<file path="src/design/acc_cfg_pkg.sv">
`default_nettype none

package acc_cfg_pkg;

  // one queue word is a full vector of lanes
  localparam int DATA_WIDTH = 512;
  localparam int LANE_WIDTH = 32;
  localparam int NUM_LANES  = 16;   // DATA_WIDTH / LANE_WIDTH

  // queue sizing
  localparam int QUEUE_DEPTH  = 8;
  localparam int QCOUNT_WIDTH = 4;  // holds 0..QUEUE_DEPTH

endpackage

`default_nettype wire

</file>
<file path="src/design/acc_types_pkg.sv">
`default_nettype none

package acc_types_pkg;

  typedef logic [acc_cfg_pkg::DATA_WIDTH-1:0] word_t;
  typedef logic [acc_cfg_pkg::LANE_WIDTH-1:0] lane_t;

  // occupancy, full depth included
  typedef logic [acc_cfg_pkg::QCOUNT_WIDTH-1:0] qcount_t;

  // kernel sequence: request operands, wait for them, write the sum
  typedef enum logic [1:0] {
    IDLE  = 2'd0,
    FETCH = 2'd1,
    WRITE = 2'd2
  } kernel_state_t;

endpackage

`default_nettype wire

</file>
<file path="src/design/acc_in_queue.sv">
`timescale 1ns/100ps
`default_nettype none

module acc_in_queue (
  input  logic                 clk,
  input  logic                 rst,
  input  logic                 wr_en,
  input  acc_types_pkg::word_t wr_data,
  input  logic                 close,
  output logic                 full,
  output logic                 available,
  input  logic                 request_read,
  output logic                 read_data_valid,
  output acc_types_pkg::word_t read_data,
  output logic                 done_rd
);

  acc_types_pkg::word_t mem [acc_cfg_pkg::QUEUE_DEPTH];

  // depth is a power of two, pointers wrap on their own
  logic [acc_cfg_pkg::QCOUNT_WIDTH-2:0] wr_ptr;
  logic [acc_cfg_pkg::QCOUNT_WIDTH-2:0] rd_ptr;
  acc_types_pkg::qcount_t               count;
  logic                                 closed;
  logic                                 push;
  logic                                 pop;

  assign full      = (count == acc_types_pkg::qcount_t'(acc_cfg_pkg::QUEUE_DEPTH));
  assign available = (count != '0);
  assign push      = wr_en && !full;          // pushes into a full queue are dropped
  assign pop       = request_read && available;
  assign done_rd   = closed && !available;

  always_ff @(posedge clk) begin
    if (push) mem[wr_ptr] <= wr_data;
  end

  // output stage, data shows up the cycle after the request
  always_ff @(posedge clk) begin
    if (pop) read_data <= mem[rd_ptr];
  end

  always_ff @(posedge clk) begin
    if (rst) begin
      wr_ptr          <= '0;
      rd_ptr          <= '0;
      count           <= '0;
      read_data_valid <= 1'b0;
      closed          <= 1'b0;
    end else begin
      read_data_valid <= pop;
      if (close) closed <= 1'b1;  // sticky until reset
      if (push) wr_ptr <= wr_ptr + 1'b1;
      if (pop) rd_ptr <= rd_ptr + 1'b1;
      case ({push, pop})
        2'b10:   count <= count + 1'b1;
        2'b01:   count <= count - 1'b1;
        default: count <= count;
      endcase
    end
  end

  a_no_read_empty: assert property (
    @(posedge clk) disable iff (rst) request_read |-> available
  ) else $error("input queue read requested while empty");

  a_no_push_full: assert property (
    @(posedge clk) disable iff (rst) wr_en |-> !full
  ) else $error("input queue pushed while full");

endmodule

`default_nettype wire

</file>
<file path="config.mk">
export PLATFORM = sky130hd
export DESIGN_NAME = acc_in_queue
export DESIGN_NICKNAME = d
export VERILOG_FILES = /design/src/design/acc_cfg_pkg.sv /design/src/design/acc_types_pkg.sv /design/src/design/acc_in_queue.sv
export SDC_FILE = /design/constraint.sdc
export NUM_CORES = 2
export LEC_CHECK = 0
export BUFFER_PORTS_ARGS = -buffer_cell sky130_fd_sc_hd__buf_2
export CAP_MARGIN = 40
export CORE_ASPECT_RATIO = 0.6
export CORE_MARGIN = 2
export CORE_UTILIZATION = 30
export CTS_BUF_LIST = sky130_fd_sc_hd__clkbuf_16
export DETAILED_ROUTE_END_ITERATION = 8
export HOLD_SLACK_MARGIN = 0.06
export SKIP_CTS_REPAIR_TIMING = 1
export SLEW_MARGIN = 10
export SYNTH_ARGS = -nofsm -noshare
export SYNTH_HDL_FRONTEND = slang
export SYNTH_SLANG_ARGS = --single-unit
export TNS_END_PERCENT = 1
</file>
<file path="constraint.sdc">
create_clock -name clk -period 60.8 [get_ports clk]
set_input_delay 6.08 -clock clk [delete_from_list [all_inputs] [get_ports clk]]
set_output_delay 6.08 -clock clk [all_outputs]
set_load 0.02 [all_outputs]
</file>
==> out/results.tsv <==
metric	value	unit
status	finished, final reports clean	
crit path kind	primary input to flop	
total die area	570000	sq um
Pre-antenna DRT Iters	6	
Synth Area in Adders	0.000370	
post-route ant nets	0	
Syn. warnings	0	
mux contribution to synthesized area	0.170	
layout cell share with drive strength beyond 1	0.411	
Worst Path Required	61.37	ns
Post-Syn Instances	6509	
DR iter-0 viols	8115	
Post-layout nets	8383	
sequential area share after synthesis	0.819	
Post-Synth Simple-Gate Area	0.00116	
Top FF cell, synth	edfxtp_1	
RSZ-0062 raised after global routing	false	
H-tree levels	5	
vias in the first global route	75300	
DRC Markers	0	
largest net degree at the start of global routing	144	
hpwl dp	251	mm
Post-Layout Cell Count	15800	
synth unique cells	28	
Die Span Y	586	microns
GP Congestion	0.753	
Syn-to-layout area delta	17.6	%
Clock Latency Late Sink	0.94	ns
TritonCTS buffer count	412	
total area of sequential cells	139000	sq um
net count after synthesis	7031	
max-cap violation count	0	
largest family of logic cells by synthesized area	multiplexers	
clock buffer depth	4	
Max-slew headroom	0.182	
CORE AREA	562000	sq um
FMAX	107	MHz
CTS tree	built	
Post-Route WL	408	mm
Final min period	9.37	ns
endpoints failing setup	0	
complex-gate fraction of the synthesized area	0.000251	
gr usage total	0.137	
first-pass GRT wire length	575	mm
Lkg Pwr	61.8	nW
Mean Syn Cell Area	26.0	sq um
Slew Viols, Final	0	
Hold Path Depth	2	
asr flop ratio synth	0	
Max VDD drop	0.0330	mV
placed insts	15000	
Post-Synth XOR/XNOR Area	0.000362	
Clock Skew	0.0945	ns
Mapped Area	169000	sq um
DIE WIDTH	974	microns
DR vias/cell	4.73	
Root Driver	clkbuf_16	
Clock Sinks	4620	
initial antenna violation count	203	
Starting Density	0.301	
crit path DAT	9.94	ns
number of synthesized register bits	4620	
Post-synth EDFFs	4608	
footprint of the multi-input gates	29300	sq um
CP endpoint kind	flop	
pwr dens	40.1	nW/um^2
worst min path class	flop to flop	
Worst Reg-to-Reg Cells	9	
Final Hold Viols	0	
setup TNS	0	ns
port bufs	1032	
Final period util	0.154	
DR vias	74800	
FP Rows	213	
fillcell total	50700	
Startpoint Class	primary input	
detailed-route wire length per cell	25.8	microns
crit path max fanout	46	
r2r setup slk	54.81	ns
I/O Pins	1033	
GR Overflow Total	0	
Slew @ Worst Pin	1.23	ns
Clock transition at path regs	0.07	ns
stage by stage:
| stage | power [mW] | worst slack, ns | utilization | hold WS, ns | area, sq um |
|---|---|---|---|---|---|
| after CTS | 8.08 | 51.41 | 0.354 | 0.478 | 199000 |
| after floorplan | 5.18 | 4.00 | - | 0.438 | 169000 |
| after global placement | 5.41 | 50.18 | 0.327 | 0.460 | 184000 |
| after detailed placement | 5.45 | 50.42 | 0.330 | 0.463 | 185000 |
| after global routing | 8.27 | 51.29 | 0.354 | 0.540 | 199000 |
| final | 7.97 | 51.43 | 0.354 | 0.477 | 199000 |
layout by cell type, fill, tap and decap left out, types with 6 or more instances in the layout:
cell / Yosys / layout
edfxtp_1: 4608 / 4608
buf_2: 111 / 1032
mux4_2: 1024 / 1024
mux2_2: 513 / 513
clkbuf_16: 0 / 413
buf_4: 0 / 126
diode_2: 0 / 97
clkinv_1: 0 / 90
inv_1: 3 / 81
clkinv_2: 0 / 75
buf_16: 0 / 49
bufinv_16: 0 / 43
buf_12: 0 / 20
clkinv_16: 0 / 19
clkinvlp_4: 0 / 18
nor2_1: 14 / 11
dfxtp_1: 12 / 9
inv_6: 0 / 8
xor2_1: 7 / 7
clkinv_4: 0 / 7
inv_8: 0 / 6
synth_stat cells (2+ instances only):
library cell	count	area, sq um
a21oi_1	4	20.0
buf_1	9	33.8
buf_2	111	556
buf_6	29	327
clkbuf_1	140	526
dfxtp_1	12	240
edfxtp_1	4608	138000
ha_1	5	62.6
inv_1	3	11.3
mux2_2	513	5780
mux4_2	1024	23100
nand2_1	5	18.8
nand2b_1	2	12.5
nand3_1	5	25.0
nor2_1	14	52.6
nor2b_1	2	12.5
nor3_1	4	20.0
o21ai_0	3	15.0
xor2_1	7	61.3
kinds of logic (layout without fill, tap and decap cells):
family          after synthesis  in the layout
simple gates                 39             39
buf+inv                     292           1993
other cells                   0             97
flops                      4620           4620
mux                        1538           1538
compound gates                8              8
xor+xnor                      7              7
fa+ha+maj                     5              5
routing by layer:
metal,vias up,wire [microns],part of all wire,GRT usage
met5,-,675,0.0017,0.00158
met4,90,8630,0.021,0.0279
met3,694,27800,0.068,0.0290
met1,40700,176000,0.43,0.193
li1,30900,-,-,-
met2,2461,195000,0.48,0.220
worst max-delay path: stages:
cell and delay, ns:
buf_2 0.15, nand3_1 0.33, nor3_2 0.64, buf_4 0.52
buf_4 0.74, buf_4 0.63, buf_4 0.37, buf_16 0.29
area by class of cell:
class	instances	area share
antenna	97	0.00122
multi-input combinational	1597	0.147
clock buffer	413	0.0519
sequential	4620	0.696
clock inverter	350	0.0166
tap	7525	0.0473
timing repair buffer	1227	0.0395
inverter	3	0.0000943
power breakdown:
group	internal [mW]	leakage [nW]	switching (mW)
Sequential	3.84	42.1	0.0968
Clock	1.43	6.92	1.19
Combinational	0.608	12.8	0.807
Total	5.88	61.8	2.09
state kept, by name, indices dropped and copies added, names as in the netlist:
name             count
wr_ptr               3
mem               4096
read_data_valid      1
closed               1
rd_ptr               3
count                4
read_data          512
final timing paths:
kind             start              to
max              wr_en     mem[4][414]
min reg2reg     closed          closed
min             closed          closed
max reg2reg  rd_ptr[0]  read_data[215]
Note: power is estimated with default switching activity, not from simulation.
