==> src/design/acc_cfg_pkg.sv <==
`default_nettype none

package acc_cfg_pkg;

  // one queue word is a full vector of lanes
  localparam int DATA_WIDTH = 512;
  localparam int LANE_WIDTH = 32;
  localparam int NUM_LANES  = 16;   // DATA_WIDTH / LANE_WIDTH

  // queue sizing
  localparam int QUEUE_DEPTH  = 8;
  localparam int QCOUNT_WIDTH = 4;  // holds 0..QUEUE_DEPTH

endpackage

`default_nettype wire

==> src/design/acc_types_pkg.sv <==
`default_nettype none

package acc_types_pkg;

  typedef logic [acc_cfg_pkg::DATA_WIDTH-1:0] word_t;
  typedef logic [acc_cfg_pkg::LANE_WIDTH-1:0] lane_t;

  // occupancy, full depth included
  typedef logic [acc_cfg_pkg::QCOUNT_WIDTH-1:0] qcount_t;

  // kernel sequence: request operands, wait for them, write the sum
  typedef enum logic [1:0] {
    IDLE  = 2'd0,
    FETCH = 2'd1,
    WRITE = 2'd2
  } kernel_state_t;

endpackage

`default_nettype wire

==> src/design/acc_vec_add_kernel.sv <==
`timescale 1ns/100ps
`default_nettype none

module acc_vec_add_kernel (
  input  logic                 clk,
  input  logic                 rst,
  input  logic                 start,
  input  logic                 a_available,
  input  logic                 b_available,
  output logic                 a_request_read,
  output logic                 b_request_read,
  input  logic                 a_read_data_valid,
  input  logic                 b_read_data_valid,
  input  acc_types_pkg::word_t a_read_data,
  input  acc_types_pkg::word_t b_read_data,
  input  logic                 available_write,
  output logic                 request_write,
  output acc_types_pkg::word_t write_data,
  input  logic                 done_rd_a,
  input  logic                 done_rd_b,
  input  logic                 done_wr,
  output logic                 acc_done
);

  acc_types_pkg::kernel_state_t state;

  wire acc_types_pkg::word_t sum_word;
  logic                      pair_valid;
  logic                      idle;

  assign pair_valid = a_read_data_valid && b_read_data_valid;

  // no word in flight between the queues
  assign idle = (state == acc_types_pkg::IDLE) && !request_write;

  // lane adders, carries stay inside each lane
  for (genvar i = 0; i < acc_cfg_pkg::NUM_LANES; i++) begin : g_lane
    acc_types_pkg::lane_t a_lane;
    acc_types_pkg::lane_t b_lane;
    acc_types_pkg::lane_t lane_sum;

    assign a_lane = a_read_data[i*acc_cfg_pkg::LANE_WIDTH +: acc_cfg_pkg::LANE_WIDTH];
    assign b_lane = b_read_data[i*acc_cfg_pkg::LANE_WIDTH +: acc_cfg_pkg::LANE_WIDTH];

    always_ff @(posedge clk) begin
      if (pair_valid) lane_sum <= a_lane + b_lane;  // wraps mod 2^32
    end

    assign sum_word[i*acc_cfg_pkg::LANE_WIDTH +: acc_cfg_pkg::LANE_WIDTH] = lane_sum;
  end

  always_ff @(posedge clk) begin
    if (rst) begin
      state          <= acc_types_pkg::IDLE;
      a_request_read <= 1'b0;
      b_request_read <= 1'b0;
      request_write  <= 1'b0;
      write_data     <= '0;
      acc_done       <= 1'b0;
    end else begin
      // strobes last one cycle
      a_request_read <= 1'b0;
      b_request_read <= 1'b0;
      request_write  <= 1'b0;
      if (start) begin
        acc_done <= done_rd_a && done_rd_b && done_wr && idle;
        case (state)
          acc_types_pkg::IDLE: begin
            // room for the result is checked up front
            // a write issued last cycle is not counted in available_write yet
            if (!request_write && a_available && b_available && available_write) begin
              a_request_read <= 1'b1;
              b_request_read <= 1'b1;
              state          <= acc_types_pkg::FETCH;
            end
          end
          acc_types_pkg::FETCH: begin
            if (pair_valid) state <= acc_types_pkg::WRITE;  // sums land this edge
          end
          acc_types_pkg::WRITE: begin
            write_data    <= sum_word;
            request_write <= 1'b1;
            state         <= acc_types_pkg::IDLE;
          end
          default: state <= acc_types_pkg::IDLE;
        endcase
      end else if (state == acc_types_pkg::FETCH && pair_valid) begin
        // operands arrive once, keep them even when paused
        state <= acc_types_pkg::WRITE;
      end
    end
  end

  // both queues are popped together, so their data must line up
  a_valid_pair: assert property (
    @(posedge clk) disable iff (rst) a_read_data_valid == b_read_data_valid
  ) else $error("operand valid flags out of step");

endmodule

`default_nettype wire

==> config.mk <==
export PLATFORM = sky130hd
export DESIGN_NAME = acc_vec_add_kernel
export DESIGN_NICKNAME = d
export VERILOG_FILES = /design/src/design/acc_cfg_pkg.sv /design/src/design/acc_types_pkg.sv /design/src/design/acc_vec_add_kernel.sv
export SDC_FILE = /design/constraint.sdc
export NUM_CORES = 2
export LEC_CHECK = 0
export ABC_AREA = 1
export BUFFER_PORTS_ARGS = -buffer_cell sky130_fd_sc_hd__buf_4
export CAP_MARGIN = 20
export CORE_AREA = 2 2 607 609
export CTS_CLUSTER_SIZE = 25
export DETAILED_ROUTE_END_ITERATION = 10
export DIE_AREA = 0 0 609 611
export GPL_TIMING_DRIVEN = 0
export HOLD_SLACK_MARGIN = 0.06
export PLACE_DENSITY = 0.4
export SYNTH_ARGS = -nofsm -noshare
export SYNTH_HDL_FRONTEND = slang
export SYNTH_SLANG_ARGS = --single-unit
==> constraint.sdc <==
create_clock -name clk -period 10.1 [get_ports clk]
set_input_delay 0 -clock clk [delete_from_list [all_inputs] [get_ports clk]]
set_output_delay 0 -clock clk [all_outputs]
set_load 0.01 [all_outputs]
==> report_table.html <==
<table>
<tr><th>Metric</th><th>Value</th></tr>
<tr><th colspan="2">Job</th></tr>
<tr><td>MaxCap Viol Count</td><td>0</td></tr>
<tr><th colspan="2">Clock tree</th></tr>
<tr><td>Maximum level of the CTS H-tree</td><td>4</td></tr>
<tr><td>Clock tree from TritonCTS</td><td>yes</td></tr>
<tr><td>Bufs on Longest Clock Path</td><td>4</td></tr>
<tr><td>Number of buffers inserted during clock tree synthesis</td><td>143</td></tr>
<tr><td>Clock slew at the register clock pins of the worst setup and hold paths</td><td>60 ps</td></tr>
<tr><td># resized after CTS</td><td>0</td></tr>
<tr><td>Clk Latency, worst-skew pair</td><td>870 ps</td></tr>
<tr><td>Root buffer selected by CTS</td><td>sky130_fd_sc_hd__clkbuf_16</td></tr>
<tr><td>TritonCTS Sinks</td><td>1029</td></tr>
<tr><th colspan="2">Worst setup path</th></tr>
<tr><td>Reg2Reg Setup Slack</td><td>7490 ps</td></tr>
<tr><td>Category of the most critical setup path</td><td>input pin to flop</td></tr>
<tr><td>Buf+Inv Stages, Crit Path</td><td>5</td></tr>
<tr><td>Crit-path slowest cell</td><td>sky130_fd_sc_hd__dlygate4sd3_1</td></tr>
<tr><td>Critical path's largest stage delay</td><td>590 ps</td></tr>
<tr><td>Startpoint types</td><td>input pin</td></tr>
<tr><td>Setup crit start</td><td>b_read_data[416]</td></tr>
<tr><td>Critical Path End Type</td><td>flop</td></tr>
<tr><td>Req. time, crit path</td><td>10810 ps</td></tr>
<tr><td>Worst-case reg-to-reg path depth</td><td>6</td></tr>
<tr><td>Endpoint of the worst-slack reg-to-reg timing path</td><td>write_data[319]</td></tr>
<tr><td>Cell family with the largest share of critical-path delay</td><td>buffers and inverters</td></tr>
<tr><td>Largest fanout on the critical path</td><td>4</td></tr>
<tr><td>Crit path DAT</td><td>4170 ps</td></tr>
<tr><td>Chain of cells forming the critical path</td><td>dlygate4sd3_1 -&gt; buf_4 -&gt; dlygate4sd3_1 -&gt; ha_1 -&gt; fa_1 -&gt; nand3_1 -&gt; nand3_1 -&gt; nand2_1 -&gt; nand2_1 -&gt; nand2_1 -&gt; nand2_1 -&gt; nand2_1 -&gt; nand3_1 -&gt; dlygate4sd3_1 -&gt; nand2_1 -&gt; dlygate4sd3_1</td></tr>
<tr><td>Most numerous cell on the critical path</td><td>sky130_fd_sc_hd__nand2_1</td></tr>
<tr><td>Worst flop-to-flop path startpoint</td><td>state[0]</td></tr>
<tr><th colspan="2">Die</th></tr>
<tr><td>I/O pin total</td><td>1551</td></tr>
<tr><td>CORE AREA</td><td>0.365 mm^2</td></tr>
<tr><td>Die width</td><td>609 um</td></tr>
<tr><td>Initial Utilization</td><td>0.194</td></tr>
<tr><td>Die footprint</td><td>0.372 mm^2</td></tr>
<tr><td>Number of placement rows</td><td>222</td></tr>
<tr><td>Vert. Die Dim</td><td>611 um</td></tr>
<tr><th colspan="2">Hold path</th></tr>
<tr><td>Path type of the worst min-delay path</td><td>input pin to flop</td></tr>
<tr><td>Hold Crit Start</td><td>a_read_data[468]</td></tr>
<tr><td>Number of cells on the worst hold path</td><td>10</td></tr>
<tr><td>Hold Path Sink</td><td>g_lane[14].lane_sum[25]</td></tr>
<tr><th colspan="2">Logic synthesis</th></tr>
<tr><td>Unique masters post-synth</td><td>25</td></tr>
<tr><td>Synth top area cells</td><td>sky130_fd_sc_hd__edfxtp_1 (22%), sky130_fd_sc_hd__nand2_1 (20%), sky130_fd_sc_hd__dfxtp_1 (15%)</td></tr>
<tr><td>Fraction of synthesis flops using an asynchronous set or reset pin</td><td>0</td></tr>
<tr><td>Post-Synthesis Cell Area</td><td>0.0707 mm^2</td></tr>
<tr><td>Post-synthesis cell type with the largest combined area</td><td>sky130_fd_sc_hd__edfxtp_1</td></tr>
<tr><td>Top cell types by occurrence after synthesis</td><td>sky130_fd_sc_hd__nand2_1 (3755), sky130_fd_sc_hd__inv_1 (2308), sky130_fd_sc_hd__a21oi_1 (835), sky130_fd_sc_hd__nor2_1 (629), sky130_fd_sc_hd__dfxtp_1 (517)</td></tr>
<tr><td>Mean instance size in the synthesized netlist</td><td>6.65 um^2</td></tr>
<tr><td>Leading register cell type out of synthesis</td><td>sky130_fd_sc_hd__dfxtp_1</td></tr>
<tr><td>Count of yosys warnings during synthesis</td><td>0</td></tr>
<tr><td>Post-Synthesis Cells</td><td>10600</td></tr>
<tr><td>Post-Syn Nets</td><td>12200</td></tr>
<tr><td>Number of enable-type register cells in the synthesized netlist</td><td>512</td></tr>
<tr><td>Most instantiated library cell after synthesis</td><td>sky130_fd_sc_hd__nand2_1</td></tr>
<tr><td>Portion of synthesized cell area occupied by the leading cell type</td><td>0.218</td></tr>
<tr><td>Sequential-to-total area share from yosys stat</td><td>0.364</td></tr>
<tr><td>Synthesis-stage register bit count</td><td>1029</td></tr>
<tr><th colspan="2">Run status</th></tr>
<tr><td>Run status</td><td>finished clean</td></tr>
<tr><th colspan="2">Global routing</th></tr>
<tr><td>Global-route wire length before repair</td><td>539000 um</td></tr>
<tr><td>Aggregate global-route resource usage</td><td>0.199</td></tr>
<tr><td>Pin count of the biggest net entering global routing</td><td>42</td></tr>
<tr><td>Vias in the first global route</td><td>77100</td></tr>
<tr><td>Antenna violations before repair</td><td>173</td></tr>
<tr><td>Sum of overflow across all layers after global routing</td><td>0</td></tr>
<tr><th colspan="2">Finish</th></tr>
<tr><td>Fin nets</td><td>15500</td></tr>
<tr><td>Share of post-route cells with drive strength above 1</td><td>0.132</td></tr>
<tr><td>Total non-filler cell area in the finished layout</td><td>0.110 mm^2</td></tr>
<tr><td>Area growth, synth to finish</td><td>55.3%</td></tr>
<tr><th colspan="2">Routing</th></tr>
<tr><td>Post-DRT Antenna Nets</td><td>0</td></tr>
<tr><td>Average vias per placed instance</td><td>4.09</td></tr>
<tr><td>Final WL</td><td>384000 um</td></tr>
<tr><td>Via count of the routed design</td><td>77500</td></tr>
<tr><td>Drt drc</td><td>0</td></tr>
<tr><td>Wire length per cell after detailed routing</td><td>20.3 um</td></tr>
<tr><td>DRT iter0 DRCs</td><td>4170</td></tr>
<tr><td>Number of detailed-route iterations in the first pass</td><td>6</td></tr>
<tr><th colspan="2">Timing</th></tr>
<tr><td>Total of endpoints with negative setup slack in the final report</td><td>0</td></tr>
<tr><td>Count of final hold-check violations</td><td>0</td></tr>
<tr><td>Crit path time final</td><td>3460 ps</td></tr>
<tr><td>Max-slew violation total from the final report</td><td>0</td></tr>
<tr><td>Max Freq</td><td>289 MHz</td></tr>
<tr><td>Headroom to the max-slew limit</td><td>0.292</td></tr>
<tr><td>Period utilisation layout</td><td>0.343</td></tr>
<tr><td>Unrepaired setup endpoints after global routing</td><td>false</td></tr>
<tr><td>Final worst clock skew</td><td>87.4 ps</td></tr>
<tr><td>Pin slew with the least headroom to its limit</td><td>1050 ps</td></tr>
<tr><th colspan="2">Pwr</th></tr>
<tr><td>Switching power</td><td>4.51 mW</td></tr>
<tr><td>Part of the power in registers</td><td>0.338</td></tr>
<tr><td>Part of the total power dissipated in the clock network</td><td>0.370</td></tr>
<tr><td>Logic pwr share</td><td>0.292</td></tr>
<tr><td>Internal power</td><td>9.85 mW</td></tr>
<tr><td>Total power</td><td>14.4 mW</td></tr>
<tr><td>Switching Fraction</td><td>0.314</td></tr>
<tr><td>Worst-case vdd ir drop</td><td>0.138 mV</td></tr>
<tr><td>Leakage power summed over all cells</td><td>55.1 nW</td></tr>
<tr><td>Power per cell area</td><td>131 mW/mm^2</td></tr>
<tr><th colspan="2">Place</th></tr>
<tr><td>Placement-stage cell area</td><td>0.0887 mm^2</td></tr>
<tr><td>Final weighted congestion of routability-driven global placement</td><td>0.963</td></tr>
<tr><td>Half-perimeter wire length after detailed placement</td><td>324000 um</td></tr>
<tr><td>Buffers added on ports</td><td>1550</td></tr>
</table>
worst min-delay path: cells and delay by family:
family          cells  cell delay [ps]
simple gates        4              340
fa+ha+maj           1              150
compound gates      2              140
buf+inv             3              170
layer usage:
layer | GRT usage | vias to the layer above | share of wire
met5 | 0 | - | 0.00085
met4 | 0.111 | 54 | 0.062
met3 | 0.0314 | 674 | 0.045
met2 | 0.359 | 1881 | 0.50
met1 | 0.223 | 35300 | 0.40
li1 | - | 39600 | -
stage by stage:
stage,setup slack [ps],std cells,util,TNS (ps),hold WS [ps]
after CTS,6760,18900,0.300,0,62.3
final,6640,19000,0.301,0,116
after detailed placement,6980,17000,0.243,0,231
after global placement,-4190,17000,0.242,-2089840,230
after floorplan,1920,10600,-,0,69.1
after global routing,6530,18900,0.301,0,116
worst max-delay path by stage:
stage          slack, ps                       to  depth (start not counted)
3_3_place_gp       -4190   g_lane[5].lane_sum[31]                          3
5_1_grt             6530  g_lane[13].lane_sum[20]                         16
3_5_place_dp        6980          write_data[415]                          6
4_1_cts             6760  g_lane[13].lane_sum[20]                         16
6_report            6640  g_lane[13].lane_sum[20]                         16
2_1_floorplan       1920    g_lane[0].lane_sum[0]                          2
cell usage in the layout (no fill, tap or decap), types with 7 or more instances in the layout:
cell type,Yosys,layout
sky130_fd_sc_hd__nand3_1,419,419
sky130_fd_sc_hd__buf_6,44,44
sky130_fd_sc_hd__bufinv_16,0,13
sky130_fd_sc_hd__clkbuf_1,106,135
sky130_fd_sc_hd__ha_1,496,496
sky130_fd_sc_hd__o21bai_1,32,32
sky130_fd_sc_hd__xnor2_1,19,19
sky130_fd_sc_hd__clkbuf_16,0,148
sky130_fd_sc_hd__nor3_1,81,81
sky130_fd_sc_hd__xor2_1,237,237
sky130_fd_sc_hd__fa_1,16,16
sky130_fd_sc_hd__a21oi_1,835,835
sky130_fd_sc_hd__diode_2,0,91
sky130_fd_sc_hd__clkbuf_8,0,12
sky130_fd_sc_hd__clkinv_2,0,26
sky130_fd_sc_hd__dfxtp_1,517,517
sky130_fd_sc_hd__nor2_1,629,629
sky130_fd_sc_hd__nand2_1,3755,3755
sky130_fd_sc_hd__dlygate4sd3_1,0,1605
sky130_fd_sc_hd__buf_2,13,13
sky130_fd_sc_hd__nand4_1,63,63
sky130_fd_sc_hd__buf_4,6,1556
sky130_fd_sc_hd__edfxtp_1,512,512
sky130_fd_sc_hd__clkinvlp_4,0,11
sky130_fd_sc_hd__inv_1,2308,2307
sky130_fd_sc_hd__o21ai_0,514,514
sky130_fd_sc_hd__clkinv_1,0,7
sky130_fd_sc_hd__buf_12,0,16
sky130_fd_sc_hd__a21o_1,16,16
registers in the layout (all words and copies together), names as in the netlist:
signal           flops
b_request_read       1
request_write        1
acc_done             1
write_data         512
g_lane.lane_sum    512
state                2
power groups by stage:
| stage | Combinational (mW) | Clock (mW) | Sequential [mW] |
|---|---|---|---|
| 6_report | 4.19 | 5.32 | 4.85 |
| 5_1_grt | 4.62 | 5.63 | 4.87 |
| 4_1_cts | 4.20 | 5.50 | 4.85 |
| 3_5_place_dp | 3.15 | 0 | 4.94 |
| 3_3_place_gp | 3.14 | 0 | 4.99 |
| 2_1_floorplan | 1.78 | 0 | 4.94 |
logic make-up after synthesis:
logic type	after synthesis	synth area share
and+or+nand+nor	4952	0.274
buffers and inverters	2480	0.137
AOI/OAI and AO/OA	1397	0.101
DFF	1029	0.364
adders and majority gates	512	0.0923
xor gates and xnor gates	256	0.0317
final cells by class:
cell class / count / area, um^2
Fill cell: 40900 / 255000
Multi-Input combinational cell: 7117 / 35300
Timing Repair Buffer: 3171 / 28000
Sequential cell: 1029 / 25700
Inverter: 2310 / 8670
Tap cell: 4816 / 6030
Clock buffer: 189 / 3980
Buffer: 170 / 1010
Clock inverter: 72 / 860
Antenna cell: 91 / 228
what timing repair did:
item / 4_1_cts / 5_1_grt
setup buffers: 0 / 0
hold buffers: 1605 / 0
hold endpoints to repair: 536 / 0
No activity file was read; power rests on OpenSTA's default activity.
